### config.mk
export PLATFORM = sky130hd
export DESIGN_NAME = fb_update_top
export DESIGN_NICKNAME = d
export VERILOG_FILES = /design/src/logic/video_geom_pkg.sv /design/src/logic/sprite_pkg.sv /design/src/logic/fb_update_top.sv /design/src/logic/pipe_stage.sv /design/src/logic/region_scanner.sv /design/src/logic/sprite_snapshot.sv /design/src/logic/write_composer.sv
export SDC_FILE = /design/constraint.sdc
export NUM_CORES = 1
export LEC_CHECK = 0
export ABC_AREA = 1
export BUFFER_PORTS_ARGS = -buffer_cell sky130_fd_sc_hd__buf_2
export CAP_MARGIN = 20
export CORE_ASPECT_RATIO = 1.4
export CORE_MARGIN = 5
export CORE_UTILIZATION = 59
export DETAILED_ROUTE_END_ITERATION = 7
export PLACE_DENSITY = 0.84
export REMOVE_ABC_BUFFERS = 1
export SLEW_MARGIN = 20
export SYNTH_ARGS = -nofsm -noshare
export SYNTH_HDL_FRONTEND = slang
export SYNTH_SLANG_ARGS = --single-unit
### constraint.sdc
create_clock -name vgaclk -period 10 [get_ports vgaclk]
set_input_delay 1 -clock vgaclk [delete_from_list [all_inputs] [get_ports vgaclk]]
set_output_delay 1 -clock vgaclk [all_outputs]
set_load 0.02 [all_outputs]
### src/logic/video_geom_pkg.sv
/* video geometry package
   screen, maze band, score strip and framebuffer address layout */
`default_nettype none

package video_geom_pkg;

    // pixel coordinate, wide enough for the 320 line screen
    typedef logic [8:0] coord_t;

    typedef struct packed {
        coord_t x;
        coord_t y;
    } scan_point_t;

    typedef logic [15:0] fb_addr_t;

    // RGB332
    typedef logic [7:0] color_t;

    // one framebuffer write
    typedef struct packed {
        fb_addr_t addr;
        color_t   color;
    } fb_write_t;

    // maze band, stored row by row from address 0
    localparam int SCREEN_W      = 240;
    localparam int MAZE_Y_OFFSET = 24;
    localparam int MAZE_Y_HEIGHT = 264;

    // score strip sits above the maze, packed after the maze band
    localparam int SCORE_X_OFFSET = 8;
    localparam int SCORE_Y_OFFSET = 8;
    localparam int SCORE_X_WIDTH  = 56;
    localparam int SCORE_Y_HEIGHT = 8;
    localparam int SCORE_ADDR0    = 63360;

    // points outside both areas land here
    localparam int ADDR_NONE = 65535;

endpackage

`default_nettype wire

### src/logic/sprite_pkg.sv
/* sprite package
   snapshot word layout, scan region sizes and pellet positions */
`default_nettype none

package sprite_pkg;

    // blinky, pinky, inky, clyde, player
    localparam int SPRITE_COUNT = 5;

    // x[22:14], y[13:5], low bits carry direction and animation state
    typedef logic [22:0] sprite_word_t;

    localparam int SPRITE_X_LSB = 14;
    localparam int SPRITE_Y_LSB = 5;

    // 16x16 box centred on the sprite position
    localparam int BOX_HALF   = 7;
    localparam int BOX_POINTS = 256;

    // four 8x8 pellet boxes
    localparam int PELLET_POINTS = 256;

    // 56x8 score strip
    localparam int SCORE_POINTS = 448;

    // pellet box origins
    localparam int PELLET_X_NEAR = 8;
    localparam int PELLET_X_FAR  = 224;
    localparam int PELLET_Y_NEAR = 56;
    localparam int PELLET_Y_FAR  = 224;

    // renderers return black where they draw nothing
    localparam video_geom_pkg::color_t COLOR_BLACK = 8'h00;

endpackage

`default_nettype wire

### src/logic/fb_update_top.sv
/* framebuffer update top
   snapshot, region scan, probe and write record stream for the changed regions */
`timescale 1ns/1ps
`default_nettype none

module fb_update_top (
    input  wire                           vgaclk,
    input  wire                           rst,
    input  wire                           frame_tick,
    input  wire                           write_bank,
    input  wire sprite_pkg::sprite_word_t blinky_in,
    input  wire sprite_pkg::sprite_word_t pinky_in,
    input  wire sprite_pkg::sprite_word_t inky_in,
    input  wire sprite_pkg::sprite_word_t clyde_in,
    input  wire sprite_pkg::sprite_word_t player_in,
    output video_geom_pkg::coord_t        probe_x,
    output video_geom_pkg::coord_t        probe_y,
    input  wire video_geom_pkg::color_t   blinky_color,
    input  wire video_geom_pkg::color_t   pinky_color,
    input  wire video_geom_pkg::color_t   inky_color,
    input  wire video_geom_pkg::color_t   clyde_color,
    input  wire video_geom_pkg::color_t   player_color,
    input  wire video_geom_pkg::color_t   maze_color,
    input  wire video_geom_pkg::color_t   score_color,
    output logic                          wr_valid,
    input  wire                           wr_ready,
    output video_geom_pkg::fb_addr_t      wr_addr,
    output video_geom_pkg::color_t        wr_color,
    output logic                          busy
);

    sprite_pkg::sprite_word_t    cur_words [sprite_pkg::SPRITE_COUNT];
    sprite_pkg::sprite_word_t    prev_words [sprite_pkg::SPRITE_COUNT];
    logic                        pt_valid;
    logic                        pt_ready;
    video_geom_pkg::scan_point_t pt_data;
    logic                        probe_valid;
    logic                        probe_ready;
    video_geom_pkg::scan_point_t probe_point;
    video_geom_pkg::fb_write_t   composed;
    video_geom_pkg::fb_write_t   wr_record;

    sprite_snapshot sprite_snapshot_inst (
        .vgaclk     (vgaclk),
        .rst        (rst),
        .frame_tick (frame_tick),
        .write_bank (write_bank),
        .blinky_in  (blinky_in),
        .pinky_in   (pinky_in),
        .inky_in    (inky_in),
        .clyde_in   (clyde_in),
        .player_in  (player_in),
        .cur_words  (cur_words),
        .prev_words (prev_words)
    );

    region_scanner region_scanner_inst (
        .vgaclk     (vgaclk),
        .rst        (rst),
        .frame_tick (frame_tick),
        .cur_words  (cur_words),
        .prev_words (prev_words),
        .pt_ready   (pt_ready),
        .pt_valid   (pt_valid),
        .pt_data    (pt_data),
        .busy       (busy)
    );

    // held point drives the external renderers
    pipe_stage #(.payload_t(video_geom_pkg::scan_point_t)) point_stage (
        .vgaclk    (vgaclk),
        .rst       (rst),
        .in_valid  (pt_valid),
        .in_ready  (pt_ready),
        .in_data   (pt_data),
        .out_valid (probe_valid),
        .out_ready (probe_ready),
        .out_data  (probe_point)
    );

    assign probe_x = probe_point.x;
    assign probe_y = probe_point.y;

    write_composer write_composer_inst (
        .point        (probe_point),
        .blinky_color (blinky_color),
        .pinky_color  (pinky_color),
        .inky_color   (inky_color),
        .clyde_color  (clyde_color),
        .player_color (player_color),
        .maze_color   (maze_color),
        .score_color  (score_color),
        .record       (composed)
    );

    pipe_stage #(.payload_t(video_geom_pkg::fb_write_t)) write_stage (
        .vgaclk    (vgaclk),
        .rst       (rst),
        .in_valid  (probe_valid),
        .in_ready  (probe_ready),
        .in_data   (composed),
        .out_valid (wr_valid),
        .out_ready (wr_ready),
        .out_data  (wr_record)
    );

    assign wr_addr  = wr_record.addr;
    assign wr_color = wr_record.color;

endmodule

`default_nettype wire

### src/logic/pipe_stage.sv
/* pipe stage
   one-entry valid/ready register slice for any payload type */
`timescale 1ns/1ps
`default_nettype none

module pipe_stage #(
    parameter type payload_t = logic [7:0]
) (
    input  wire           vgaclk,
    input  wire           rst,
    input  wire           in_valid,
    output logic          in_ready,
    input  wire payload_t in_data,
    output logic          out_valid,
    input  wire           out_ready,
    output payload_t      out_data
);

    logic     full;
    payload_t data_q;

    // accept when empty or when the held item leaves this cycle
    assign in_ready  = !full || out_ready;
    assign out_valid = full;
    assign out_data  = data_q;

    always_ff @(posedge vgaclk) begin
        if (rst) begin
            full <= 1'b0;
        end else if (in_ready) begin
            full <= in_valid;
        end
    end

    always_ff @(posedge vgaclk) begin
        if (in_valid && in_ready) begin
            data_q <= in_data;
        end
    end

endmodule

`default_nettype wire

### src/logic/region_scanner.sv
/* region scanner
   walks sprite boxes, pellet boxes and score strip, one point per accepted transfer */
`timescale 1ns/1ps
`default_nettype none

module region_scanner (
    input  wire                           vgaclk,
    input  wire                           rst,
    input  wire                           frame_tick,
    input  wire sprite_pkg::sprite_word_t cur_words [sprite_pkg::SPRITE_COUNT],
    input  wire sprite_pkg::sprite_word_t prev_words [sprite_pkg::SPRITE_COUNT],
    input  wire                           pt_ready,
    output logic                          pt_valid,
    output video_geom_pkg::scan_point_t   pt_data,
    output logic                          busy
);

    typedef enum logic [2:0] {
        S_IDLE,
        S_BOX_NEW,
        S_BOX_OLD,
        S_PELLET,
        S_SCORE
    } region_t;

    typedef logic [$clog2(sprite_pkg::SCORE_POINTS)-1:0] count_t;
    typedef logic [$clog2(sprite_pkg::SPRITE_COUNT)-1:0] sprite_idx_t;

    region_t                  state;
    region_t                  next_state;
    count_t                   count;
    count_t                   last_idx;
    sprite_idx_t              sprite_idx;
    sprite_idx_t              next_sprite;
    sprite_pkg::sprite_word_t sel_word;
    video_geom_pkg::coord_t   box_x0;
    video_geom_pkg::coord_t   box_y0;
    video_geom_pkg::coord_t   pel_x0;
    video_geom_pkg::coord_t   pel_y0;
    logic                     accept;

    assign pt_valid = (state != S_IDLE);
    assign busy     = (state != S_IDLE);
    assign accept   = pt_valid && pt_ready;

    // box origin, wraps at 9 bits like the sprite coordinates
    assign sel_word = (state == S_BOX_OLD) ? prev_words[sprite_idx] : cur_words[sprite_idx];
    assign box_x0 = sel_word[sprite_pkg::SPRITE_X_LSB +: $bits(video_geom_pkg::coord_t)]
                    - video_geom_pkg::coord_t'(sprite_pkg::BOX_HALF);
    assign box_y0 = sel_word[sprite_pkg::SPRITE_Y_LSB +: $bits(video_geom_pkg::coord_t)]
                    - video_geom_pkg::coord_t'(sprite_pkg::BOX_HALF);

    // bit 6 picks the pellet column, bit 7 the row
    assign pel_x0 = count[6] ? video_geom_pkg::coord_t'(sprite_pkg::PELLET_X_FAR)
                             : video_geom_pkg::coord_t'(sprite_pkg::PELLET_X_NEAR);
    assign pel_y0 = count[7] ? video_geom_pkg::coord_t'(sprite_pkg::PELLET_Y_FAR)
                             : video_geom_pkg::coord_t'(sprite_pkg::PELLET_Y_NEAR);

    always_comb begin
        pt_data     = '0;
        last_idx    = count_t'(sprite_pkg::BOX_POINTS - 1);
        next_state  = state;
        next_sprite = sprite_idx;
        case (state)
            S_BOX_NEW, S_BOX_OLD: begin
                pt_data.x = box_x0 + video_geom_pkg::coord_t'(count[3:0]);
                pt_data.y = box_y0 + video_geom_pkg::coord_t'(count[7:4]);
                if (state == S_BOX_NEW) begin
                    next_state = S_BOX_OLD;
                end else if (sprite_idx == sprite_idx_t'(sprite_pkg::SPRITE_COUNT - 1)) begin
                    next_state  = S_PELLET;
                    next_sprite = '0;
                end else begin
                    next_state  = S_BOX_NEW;
                    next_sprite = sprite_idx + 1'b1;
                end
            end
            S_PELLET: begin
                pt_data.x  = pel_x0 + video_geom_pkg::coord_t'(count[2:0]);
                pt_data.y  = pel_y0 + video_geom_pkg::coord_t'(count[5:3]);
                last_idx   = count_t'(sprite_pkg::PELLET_POINTS - 1);
                next_state = S_SCORE;
            end
            S_SCORE: begin
                // seven digits of eight pixels per row
                pt_data.x  = video_geom_pkg::coord_t'(video_geom_pkg::SCORE_X_OFFSET)
                           + video_geom_pkg::coord_t'(
                                 count % count_t'(video_geom_pkg::SCORE_X_WIDTH));
                pt_data.y  = video_geom_pkg::coord_t'(video_geom_pkg::SCORE_Y_OFFSET)
                           + video_geom_pkg::coord_t'(
                                 count / count_t'(video_geom_pkg::SCORE_X_WIDTH));
                last_idx   = count_t'(sprite_pkg::SCORE_POINTS - 1);
                next_state = S_IDLE;
            end
            default: begin
                next_state = S_IDLE;
            end
        endcase
    end

    always_ff @(posedge vgaclk) begin
        if (rst) begin
            state      <= S_IDLE;
            count      <= '0;
            sprite_idx <= '0;
        end else if (state == S_IDLE) begin
            // frame ticks during a scan are dropped
            if (frame_tick) begin
                state      <= S_BOX_NEW;
                count      <= '0;
                sprite_idx <= '0;
            end
        end else if (accept) begin
            if (count == last_idx) begin
                state      <= next_state;
                sprite_idx <= next_sprite;
                count      <= '0;
            end else begin
                count <= count + 1'b1;
            end
        end
    end

endmodule

`default_nettype wire

### src/logic/sprite_snapshot.sv
/* sprite snapshot
   captures sprite words at each frame boundary, keeps two previous-position banks */
`timescale 1ns/1ps
`default_nettype none

module sprite_snapshot (
    input  wire                         vgaclk,
    input  wire                         rst,
    input  wire                         frame_tick,
    input  wire                         write_bank,
    input  wire sprite_pkg::sprite_word_t blinky_in,
    input  wire sprite_pkg::sprite_word_t pinky_in,
    input  wire sprite_pkg::sprite_word_t inky_in,
    input  wire sprite_pkg::sprite_word_t clyde_in,
    input  wire sprite_pkg::sprite_word_t player_in,
    output sprite_pkg::sprite_word_t    cur_words [sprite_pkg::SPRITE_COUNT],
    output sprite_pkg::sprite_word_t    prev_words [sprite_pkg::SPRITE_COUNT]
);

    sprite_pkg::sprite_word_t in_words [sprite_pkg::SPRITE_COUNT];
    sprite_pkg::sprite_word_t bank0 [sprite_pkg::SPRITE_COUNT];
    sprite_pkg::sprite_word_t bank1 [sprite_pkg::SPRITE_COUNT];
    logic                     read_bank;

    // scan order
    assign in_words[0] = blinky_in;
    assign in_words[1] = pinky_in;
    assign in_words[2] = inky_in;
    assign in_words[3] = clyde_in;
    assign in_words[4] = player_in;

    always_ff @(posedge vgaclk) begin
        if (rst) begin
            for (int i = 0; i < sprite_pkg::SPRITE_COUNT; i++) begin
                cur_words[i] <= '0;
                bank0[i]     <= '0;
                bank1[i]     <= '0;
            end
            read_bank <= 1'b0;
        end else if (frame_tick) begin
            for (int i = 0; i < sprite_pkg::SPRITE_COUNT; i++) begin
                cur_words[i] <= in_words[i];
                // outgoing frame's positions go to the bank of the buffer they were drawn into
                if (read_bank) begin
                    bank1[i] <= cur_words[i];
                end else begin
                    bank0[i] <= cur_words[i];
                end
            end
            // selector held for the whole frame
            read_bank <= write_bank;
        end
    end

    always_comb begin
        for (int i = 0; i < sprite_pkg::SPRITE_COUNT; i++) begin
            prev_words[i] = read_bank ? bank1[i] : bank0[i];
        end
    end

endmodule

`default_nettype wire

### src/logic/write_composer.sv
/* write composer
   picks the top visible layer colour and maps the point to a framebuffer address */
`timescale 1ns/1ps
`default_nettype none

module write_composer (
    input  wire video_geom_pkg::scan_point_t point,
    input  wire video_geom_pkg::color_t      blinky_color,
    input  wire video_geom_pkg::color_t      pinky_color,
    input  wire video_geom_pkg::color_t      inky_color,
    input  wire video_geom_pkg::color_t      clyde_color,
    input  wire video_geom_pkg::color_t      player_color,
    input  wire video_geom_pkg::color_t      maze_color,
    input  wire video_geom_pkg::color_t      score_color,
    output video_geom_pkg::fb_write_t        record
);

    video_geom_pkg::color_t layers [7];
    logic                   in_maze;
    logic                   in_score;

    // highest priority first
    assign layers[0] = blinky_color;
    assign layers[1] = pinky_color;
    assign layers[2] = inky_color;
    assign layers[3] = clyde_color;
    assign layers[4] = player_color;
    assign layers[5] = maze_color;
    assign layers[6] = score_color;

    // walk from the bottom layer up, so the top non-black layer wins
    always_comb begin
        record.color = sprite_pkg::COLOR_BLACK;
        for (int i = 6; i >= 0; i--) begin
            if (layers[i] != sprite_pkg::COLOR_BLACK) begin
                record.color = layers[i];
            end
        end
    end

    assign in_maze = (point.y >= video_geom_pkg::coord_t'(video_geom_pkg::MAZE_Y_OFFSET))
                  && (point.y <  video_geom_pkg::coord_t'(video_geom_pkg::MAZE_Y_OFFSET
                                                        + video_geom_pkg::MAZE_Y_HEIGHT));

    assign in_score = (point.y >= video_geom_pkg::coord_t'(video_geom_pkg::SCORE_Y_OFFSET))
                   && (point.y <  video_geom_pkg::coord_t'(video_geom_pkg::SCORE_Y_OFFSET
                                                         + video_geom_pkg::SCORE_Y_HEIGHT))
                   && (point.x >= video_geom_pkg::coord_t'(video_geom_pkg::SCORE_X_OFFSET))
                   && (point.x <  video_geom_pkg::coord_t'(video_geom_pkg::SCORE_X_OFFSET
                                                         + video_geom_pkg::SCORE_X_WIDTH));

    // maze band wins over the score strip, they do not overlap anyway
    always_comb begin
        if (in_maze) begin
            record.addr = video_geom_pkg::fb_addr_t'(point.x)
                        + video_geom_pkg::fb_addr_t'(point.y
                              - video_geom_pkg::coord_t'(video_geom_pkg::MAZE_Y_OFFSET))
                          * video_geom_pkg::fb_addr_t'(video_geom_pkg::SCREEN_W);
        end else if (in_score) begin
            record.addr = video_geom_pkg::fb_addr_t'(video_geom_pkg::SCORE_ADDR0)
                        + video_geom_pkg::fb_addr_t'(point.x)
                        + video_geom_pkg::fb_addr_t'(point.y
                              - video_geom_pkg::coord_t'(video_geom_pkg::SCORE_Y_OFFSET))
                          * video_geom_pkg::fb_addr_t'(video_geom_pkg::SCORE_X_WIDTH);
        end else begin
            record.addr = video_geom_pkg::fb_addr_t'(video_geom_pkg::ADDR_NONE);
        end
    end

endmodule

`default_nettype wire

# == Yosys cells after proc, flatten, opt, wreduce, memory -nomap -nowiden ==
# Memory sizes are Yosys's and may differ from the RTL's.
# Index checks and enable logic that the tools add are counted.
# word_totals
regBits,175
latch_bits,0
ram_bits,230
romBits,0
inputBits,176
out_inout_bits,44
elab_cells,151
mem_count,2
# mem_list
name,words,word_bits,read_ports,rd_clocked_by_memory_dff,write_ports,line_no,text
sprite_snapshot_inst.bank0,5,23,5,0,5,sprite_snapshot.sv:21,sprite_pkg::sprite_word_t bank0 [sprite_pkg::SPRITE_COUNT];
sprite_snapshot_inst.bank1,5,23,5,0,5,sprite_snapshot.sv:22,sprite_pkg::sprite_word_t bank1 [sprite_pkg::SPRITE_COUNT];
# op_classes
addsub,15
mul,2
div,2
n_lt_le_gt_ge,7
n_eq_ne,8
n_shift,0
mux,63
n_bitwise,11
reduce_logical,26
# ops
op,n
23-bit 2-to-1 mux,20
23-bit binary-select mux with 3-bit select,2
8-bit 2-to-1 mux,9
8-bit nonzero test,7
18-bit one-hot mux with 3 select lines,1
9-bit 2-to-1 mux,5
3-bit 2-to-1 mux,12
16-bit 2-to-1 mux,2
"4-bit by 9-bit adder with 9-bit output, first input constant",2
9-bit by 3-bit adder with 9-bit output,2
9-bit by 4-bit adder with 9-bit output,2
"9-bit by 4-bit >= comparator with 1-bit output, second input constant",2
"9-bit by 3-bit subtractor with 9-bit output, second input constant",2
16-bit adder,1
9-bit by 16-bit adder with 16-bit output,1
"16-bit by 3-bit multiplier with 13-bit output, second input constant",1
"16-bit by 4-bit multiplier with 12-bit output, second input constant",1
"13-bit by 10-bit adder with 14-bit output, first input constant",1
1-bit 2-to-1 mux,10
1-bit OR,10
"9-bit by 4-bit subtractor with 10-bit output, second input constant",1
"9-bit by 5-bit subtractor with 10-bit output, second input constant",1
"9-bit by 1-bit adder with 9-bit output, second input constant",1
"9-bit by 6-bit divider with 9-bit output, second input constant",1
other kinds (25),37

# == Longest topological paths before layout ==
# Gate-level depths: netlist of the first run.
# An unclocked memory read counts as a cell.
# depth
ltp_word,9
depth_mapped,24
ltp_nobuf,24

# == Cells and area by module ==
# A second synthesis of the first run with hierarchy kept.
# hier_totals
hier_cells,2989
area_unflattened_um2,22821.9
# modules_own_cells
module,n_inst,cells_per_inst,area_per_inst_um2,seq_area_each_um2
sprite_snapshot,1,1711,14468.9,9228.9
region_scanner,1,620,3585.9,300.3
write_composer,1,604,3410.8,0.0
pipe_stage (write_stage),1,30,768.2,740.7
pipe_stage (point_stage),1,24,588.1,560.5

# == Worst setup path before layout of the first run ==
# No wires, ideal clock.
# synth_timing
kind,input to register
startpoint,in frame_tick
endpoint,"mem sprite_snapshot_inst.bank1[0][100] (netlist name), enable pin"
setup_ns,0.663
arrival_time_ns,7.574
required_time_ns,9.337
path_slack_ns,1.763
stages,3
path_buffers,1
cell_sequence,inv_1 clkbuf_1 o21ai_0
# synth_lines
element,line_no,text
"start, declared",fb_update_top.sv:9,"input wire frame_tick,"
"end, declared",sprite_snapshot.sv:22,

==> metrics.yaml, run 1 <==
cpMostUsedCell: "o21ai_0"
synth_flop_cell: "edfxtp_1"
drive_above_1_share_pct: 13.1
vias_per_cell: 5.70
cts.sinks: 330
finalMaxSlewViolations: 0
dp_hpwl_um: 29600
grt_max_degree: 99
htree_levels: 1
vias: 15400
synth-edff-count: 222
rsz0062_at_grt: "no"
worst_pin_slew_ns: 1.12
hold_viol: 0
yosysWarnings: 0
synth_seq_cells: 330
cts.path.max_buffers: 3
final.period_utilization_pct: 51.0
avgSynthCellArea_um2: 8.38
drc: 0
numCtsBuffers: 31
grt_pass1_vias: 15300
firstDrtPassIters: 6
async_flop_share_pct: 0
die_h_um: 217
wl_per_cell_um: 16.6
relSlewSlack_pct: 25.3
end_kind: "register"
slowest_stage: "nor2_1"
min_path_type: "reg -> reg"
placementRows: 75
grt_usage_pct: 25.9
fin_cells: 2707
fin_nets: 2561
die_w_um: 158
initial_core_util_pct: 59.9
status: "completed"
crit_path_start_kind: "register"
post_cts_resized: 0
layout_min_cycle_time_ns: 5.10
timing.fmax_mhz: 196
ys_seq_area_share_pct: 48.9
cts_setup_buffers: 0
setup_violations: 0
critPathMaxStageDelay_ns: 0.82
maxCapViolations: 0
grt_antenna_before_repair: 1
cp.arrival_ns: 5.41
drt_iter0_drc: 1262
critPathKind: "reg -> reg"
portBuffers: 194
syn_area_mm2: 0.0181
grt_first_pass_wirelength_um: 72400
cp_max_fo: 16
grt_overflow: 0
clkTransAtPathRegs_ns: 0.06
path_cells: "inv_1 > nor2_1 > clkinv_1 > a21oi_1 > o21ai_0 > nand2_1 > ha_1 > ha_1 > inv_1 > fa_1 > o211a_1 > nor2_1 > o21ai_0 > nand2_1 > or2_2 > nand3_1 > o21ai_0"
ys_types: 50
syn_to_final_growth_pct: 12.2
cts_tree: "yes"
dieArea_mm2: 0.0343
dp.cells: 2648
ios: 220
totalWireLength_um: 44800
cts-root-buf: "clkbuf_16"
finalSetupTns_ns: 0
final_cell_mix: "nor2_1 (362), nand2_1 (272), inv_1 (271)"
ant_nets: 0
core_mm2: 0.0301
r2r_slack_ns: 4.90
layout_commonest_cell: "nor2_1"
critPathRequiredTime_ns: 10.31
place.gp.congestion: 0.977
fin_skew_ns: 0.0169
ctsHoldBuffers: 0
clk_latency_ns: 0.58
synthCells: 2155
synthesized netlist by cell type (5+ instances only):
library cell,n,area [um^2]
a21oi_1,179,896
a22oi_1,5,37.5
a311oi_1,6,52.6
a31oi_1,22,138
buf_2,25,125
clkbuf_1,72,270
dfxtp_1,108,2160
edfxtp_1,222,6670
fa_1,23,460
ha_1,66,826
inv_1,272,1020
inv_2,7,26.3
nand2_1,272,1020
nand2_2,13,81.3
nand3_1,70,350
nand4_1,12,75.1
nor2_1,362,1360
nor3_1,13,65.1
o211ai_1,16,120
o21a_1,7,52.6
o21ai_0,262,1310
o221ai_1,5,43.8
o22ai_1,28,175
xnor2_1,15,131
xor2_1,28,245
metal layers:
metal	GRT usage, %	wire length [um]	part of all wire (%)
met4	12.3	2210	4.9
met3	2.60	3580	8.0
met5	0	0	0
met2	46.9	22600	50
met1	30.3	16500	37
cells by family after synthesis:
kind of cell / after synthesis / synth area share (%)
xor+xnor: 43 / 2.09
compound gates: 546 / 16.3
fa+ha+maj: 89 / 7.12
buf+inv: 385 / 8.27
simple gates: 762 / 17.3
flops: 330 / 48.9
cell type report:
class | count | area [um^2]
Antenna cell | 1 | 2.50
Clock buffer | 39 | 826
Clock inverter | 19 | 153
Fill cell | 2340 | 9860
Inverter | 282 | 1060
Multi-Input combinational cell | 1440 | 7780
Sequential cell | 330 | 8830
Tap cell | 385 | 482
Timing Repair Buffer | 211 | 1120
state kept, by name, summed over array words and instances (netlist names):
signal	count
region_scanner_inst.state	3
region_scanner_inst.sprite_idx	3
region_scanner_inst.count	9
write_stage.out_valid	1
point_stage.out_valid	1
point_stage.out_data	18
sprite_snapshot_inst.cur_words	90
sprite_snapshot_inst.bank1	90
sprite_snapshot_inst.read_bank	1
write_stage.out_data	24
sprite_snapshot_inst.bank0	90
per-stage QoR:
step | cell area [um^2] | setup slack (ns) | hold WS (ns) | utilization, %
after global placement | 19200 | 5.23 | 0.475 | 63.9
after floorplan | 17600 | 0.125 | 0.445 | -
after CTS | 20300 | 5.05 | 0.495 | 67.3
final | 20300 | 4.90 | 0.497 | 67.3
after detailed placement | 19300 | 5.06 | 0.486 | 64.0
after global routing | 20300 | 4.68 | 0.520 | 67.3
final timing paths:
| check | startpoint | endpoint | depth (start not counted) |
|---|---|---|---|
| worst max-delay path | region_scanner_inst.sprite_idx[1] | point_stage.out_data[7] | 17 |
| worst min-delay path | sprite_snapshot_inst.cur_words[11] | sprite_snapshot_inst.cur_words[11] | 2 |
| worst max register to register | region_scanner_inst.sprite_idx[1] | point_stage.out_data[7] | 17 |
| worst min register to register | sprite_snapshot_inst.cur_words[11] | sprite_snapshot_inst.cur_words[11] | 2 |
critical path: cells and delay by family (launching register included):
kind | cells | cell delay (ns)
compound gates | 5 | 0.90
fa+ha+maj | 3 | 0.66
buf+inv | 3 | 1.33
flops | 1 | 0.51
simple gates | 6 | 1.45
Power of run 1 is left out: the tool's default activity adds up to more than one toggle a clock period on the data nets, which glitch-free logic cannot reach.
==> run 2: changes to the inputs <==
clock period = 4.8 ns   (was 10 ns; I/O delays follow)
==> metrics.yaml, run 2 (synthesized netlist as in run 1, its figures left out) <==
cts.path.max_buffers: 3
cts.sinks: 330
totalWireLength_um: 46200
finalMaxSlewViolations: 0
layout_min_cycle_time_ns: 4.35
initial_core_util_pct: 59.9
grt_antenna_before_repair: 0
top_regs: "sprite_snapshot_inst.bank0 x90, sprite_snapshot_inst.bank1 x90, sprite_snapshot_inst.cur_words x90"
wl_per_cell_um: 17.0
clkTransAtPathRegs_ns: 0.07
fillers: 2349
finalSetupTns_ns: 0
dp_hpwl_um: 30400
end_kind: "register"
place.gp.congestion: 0.955
grt_usage_pct: 26.2
timing.fmax_mhz: 230
top_usage_layer: "met2"
grtUsageMet1_pct: 29.3
cts-root-buf: "clkbuf_16"
relSlewSlack_pct: 34.7
drc: 0
core_mm2: 0.0301
dieArea_mm2: 0.0343
met2_usage_pct: 49.1
critPathRequiredTime_ns: 5.13
grt_max_degree: 92
critPathKind: "reg -> reg"
grt_first_pass_wirelength_um: 73000
slowest_stage: "edfxtp_1"
grt_use_met3_pct: 3.26
diodes: 0
layout_commonest_cell: "nor2_1"
setup_violations: 0
ios: 220
grt_pass1_vias: 15500
critPathMaxStageDelay_ns: 0.50
ant_nets: 0
crit_path_start_kind: "register"
die_h_um: 217
drive_above_1_share_pct: 13.8
vias_per_cell: 5.75
clk_latency_ns: 0.58
syn_to_final_growth_pct: 13.4
min_path_type: "in -> reg"
cpMostUsedCell: "nand2_1"
fin_nets: 2573
numCtsBuffers: 30
fin_skew_ns: 0.0258
cp_max_fo: 7
vias: 15600
htree_levels: 1
cts_tree: "yes"
rsz0062_at_grt: "no"
grt_overflow: 0
cp.arrival_ns: 4.68
path_cells: "inv_1 > ha_1 > xor2_1 > xor2_1 > ha_1 > a21oi_1 > nand2_1 > nand2_1 > nand2_1 > a21oi_1 > xor2_1 > ha_1 > nand2_1 > o21ai_0 > a21oi_1 > nand2_1 > nand2_1 > nand2_1 > nor2_1 > nand2_1 > nand2_1 > nand3_1 > nand2_1 > inv_1"
portBuffers: 194
placementRows: 75
maxCapViolations: 0
hold_viol: 0
final.period_utilization_pct: 90.6
final_cell_mix: "nor2_1 (362), nand2_1 (272), inv_1 (271)"
die_w_um: 158
worst_pin_slew_ns: 0.979
firstDrtPassIters: 6
status: "completed"
drt_iter0_drc: 1136
## run 2: cell count changes in the layout (fill, tap and decap cells not counted), sizes merged
cell	before	now
buf	211	224
inv	283	286
clkinv	16	8
diode	1	0
bufinv	1	6
clkbuf	39	33
clkinvlp	1	4
## run 2: path summary, 6_finish.rpt
kind / startpoint / end / slack, ns / cells past startpoint
worst max register to register: point_stage.out_data[4] / write_stage.out_data[23] / 0.45 / 24
worst min register to register: sprite_snapshot_inst.cur_words[65] / sprite_snapshot_inst.cur_words[65] / 0.50 / 2
worst min-delay path: blinky_in[16] / sprite_snapshot_inst.cur_words[108] / 0.17 / 3
worst max-delay path: point_stage.out_data[4] / write_stage.out_data[23] / 0.45 / 24
## run 2: critical path, delay by kind of cell (launching register included)
family          cells  cell delay (ns)
compound gates      4             0.55
flops               1             0.50
simple gates       12             1.09
xor+xnor            3             0.77
fa+ha+maj           3             0.98
buf+inv             2             0.21
## run 2: cell type report
type,count,area [um^2],area share (%)
clock buffers,33,762,3.72
clock inverters,22,305,1.49
inverters,282,1060,5.19
multi-input cells,1440,7780,38.0
flip-flops and latches,330,8830,43.1
well taps,385,482,2.35
repair buffers,224,1250,6.09
## run 2: per-layer routing
layer	up-vias	share of wire (%)
met5	-	0
li1	7520	-
met4	0	4.0
met3	129	8.0
met1	7261	36
met2	709	52
## run 2: through the flow
stage | setup slack, ns | hold slack (ns) | instances | util (%) | instance area (um^2)
final | 0.451 | 0.174 | 2716 | 68.0 | 20500
after global routing | 0.0163 | 0.182 | 2716 | 68.0 | 20500
after CTS | 0.315 | 0.160 | 2712 | 67.9 | 20400
after detailed placement | 0.337 | 0.482 | 2657 | 64.3 | 19400
after global placement | 0.521 | 0.473 | 2657 | 64.3 | 19400
after floorplan | -4.94 | 0.445 | 2052 | - | 17600
## run 2: what timing repair did
item,in CTS,in global routing
buffers inserted,0,4
setup endpoints to repair,0,3
hold buffers,0,0
resized for setup,0,1
Power of run 2 is left out for the same reason.
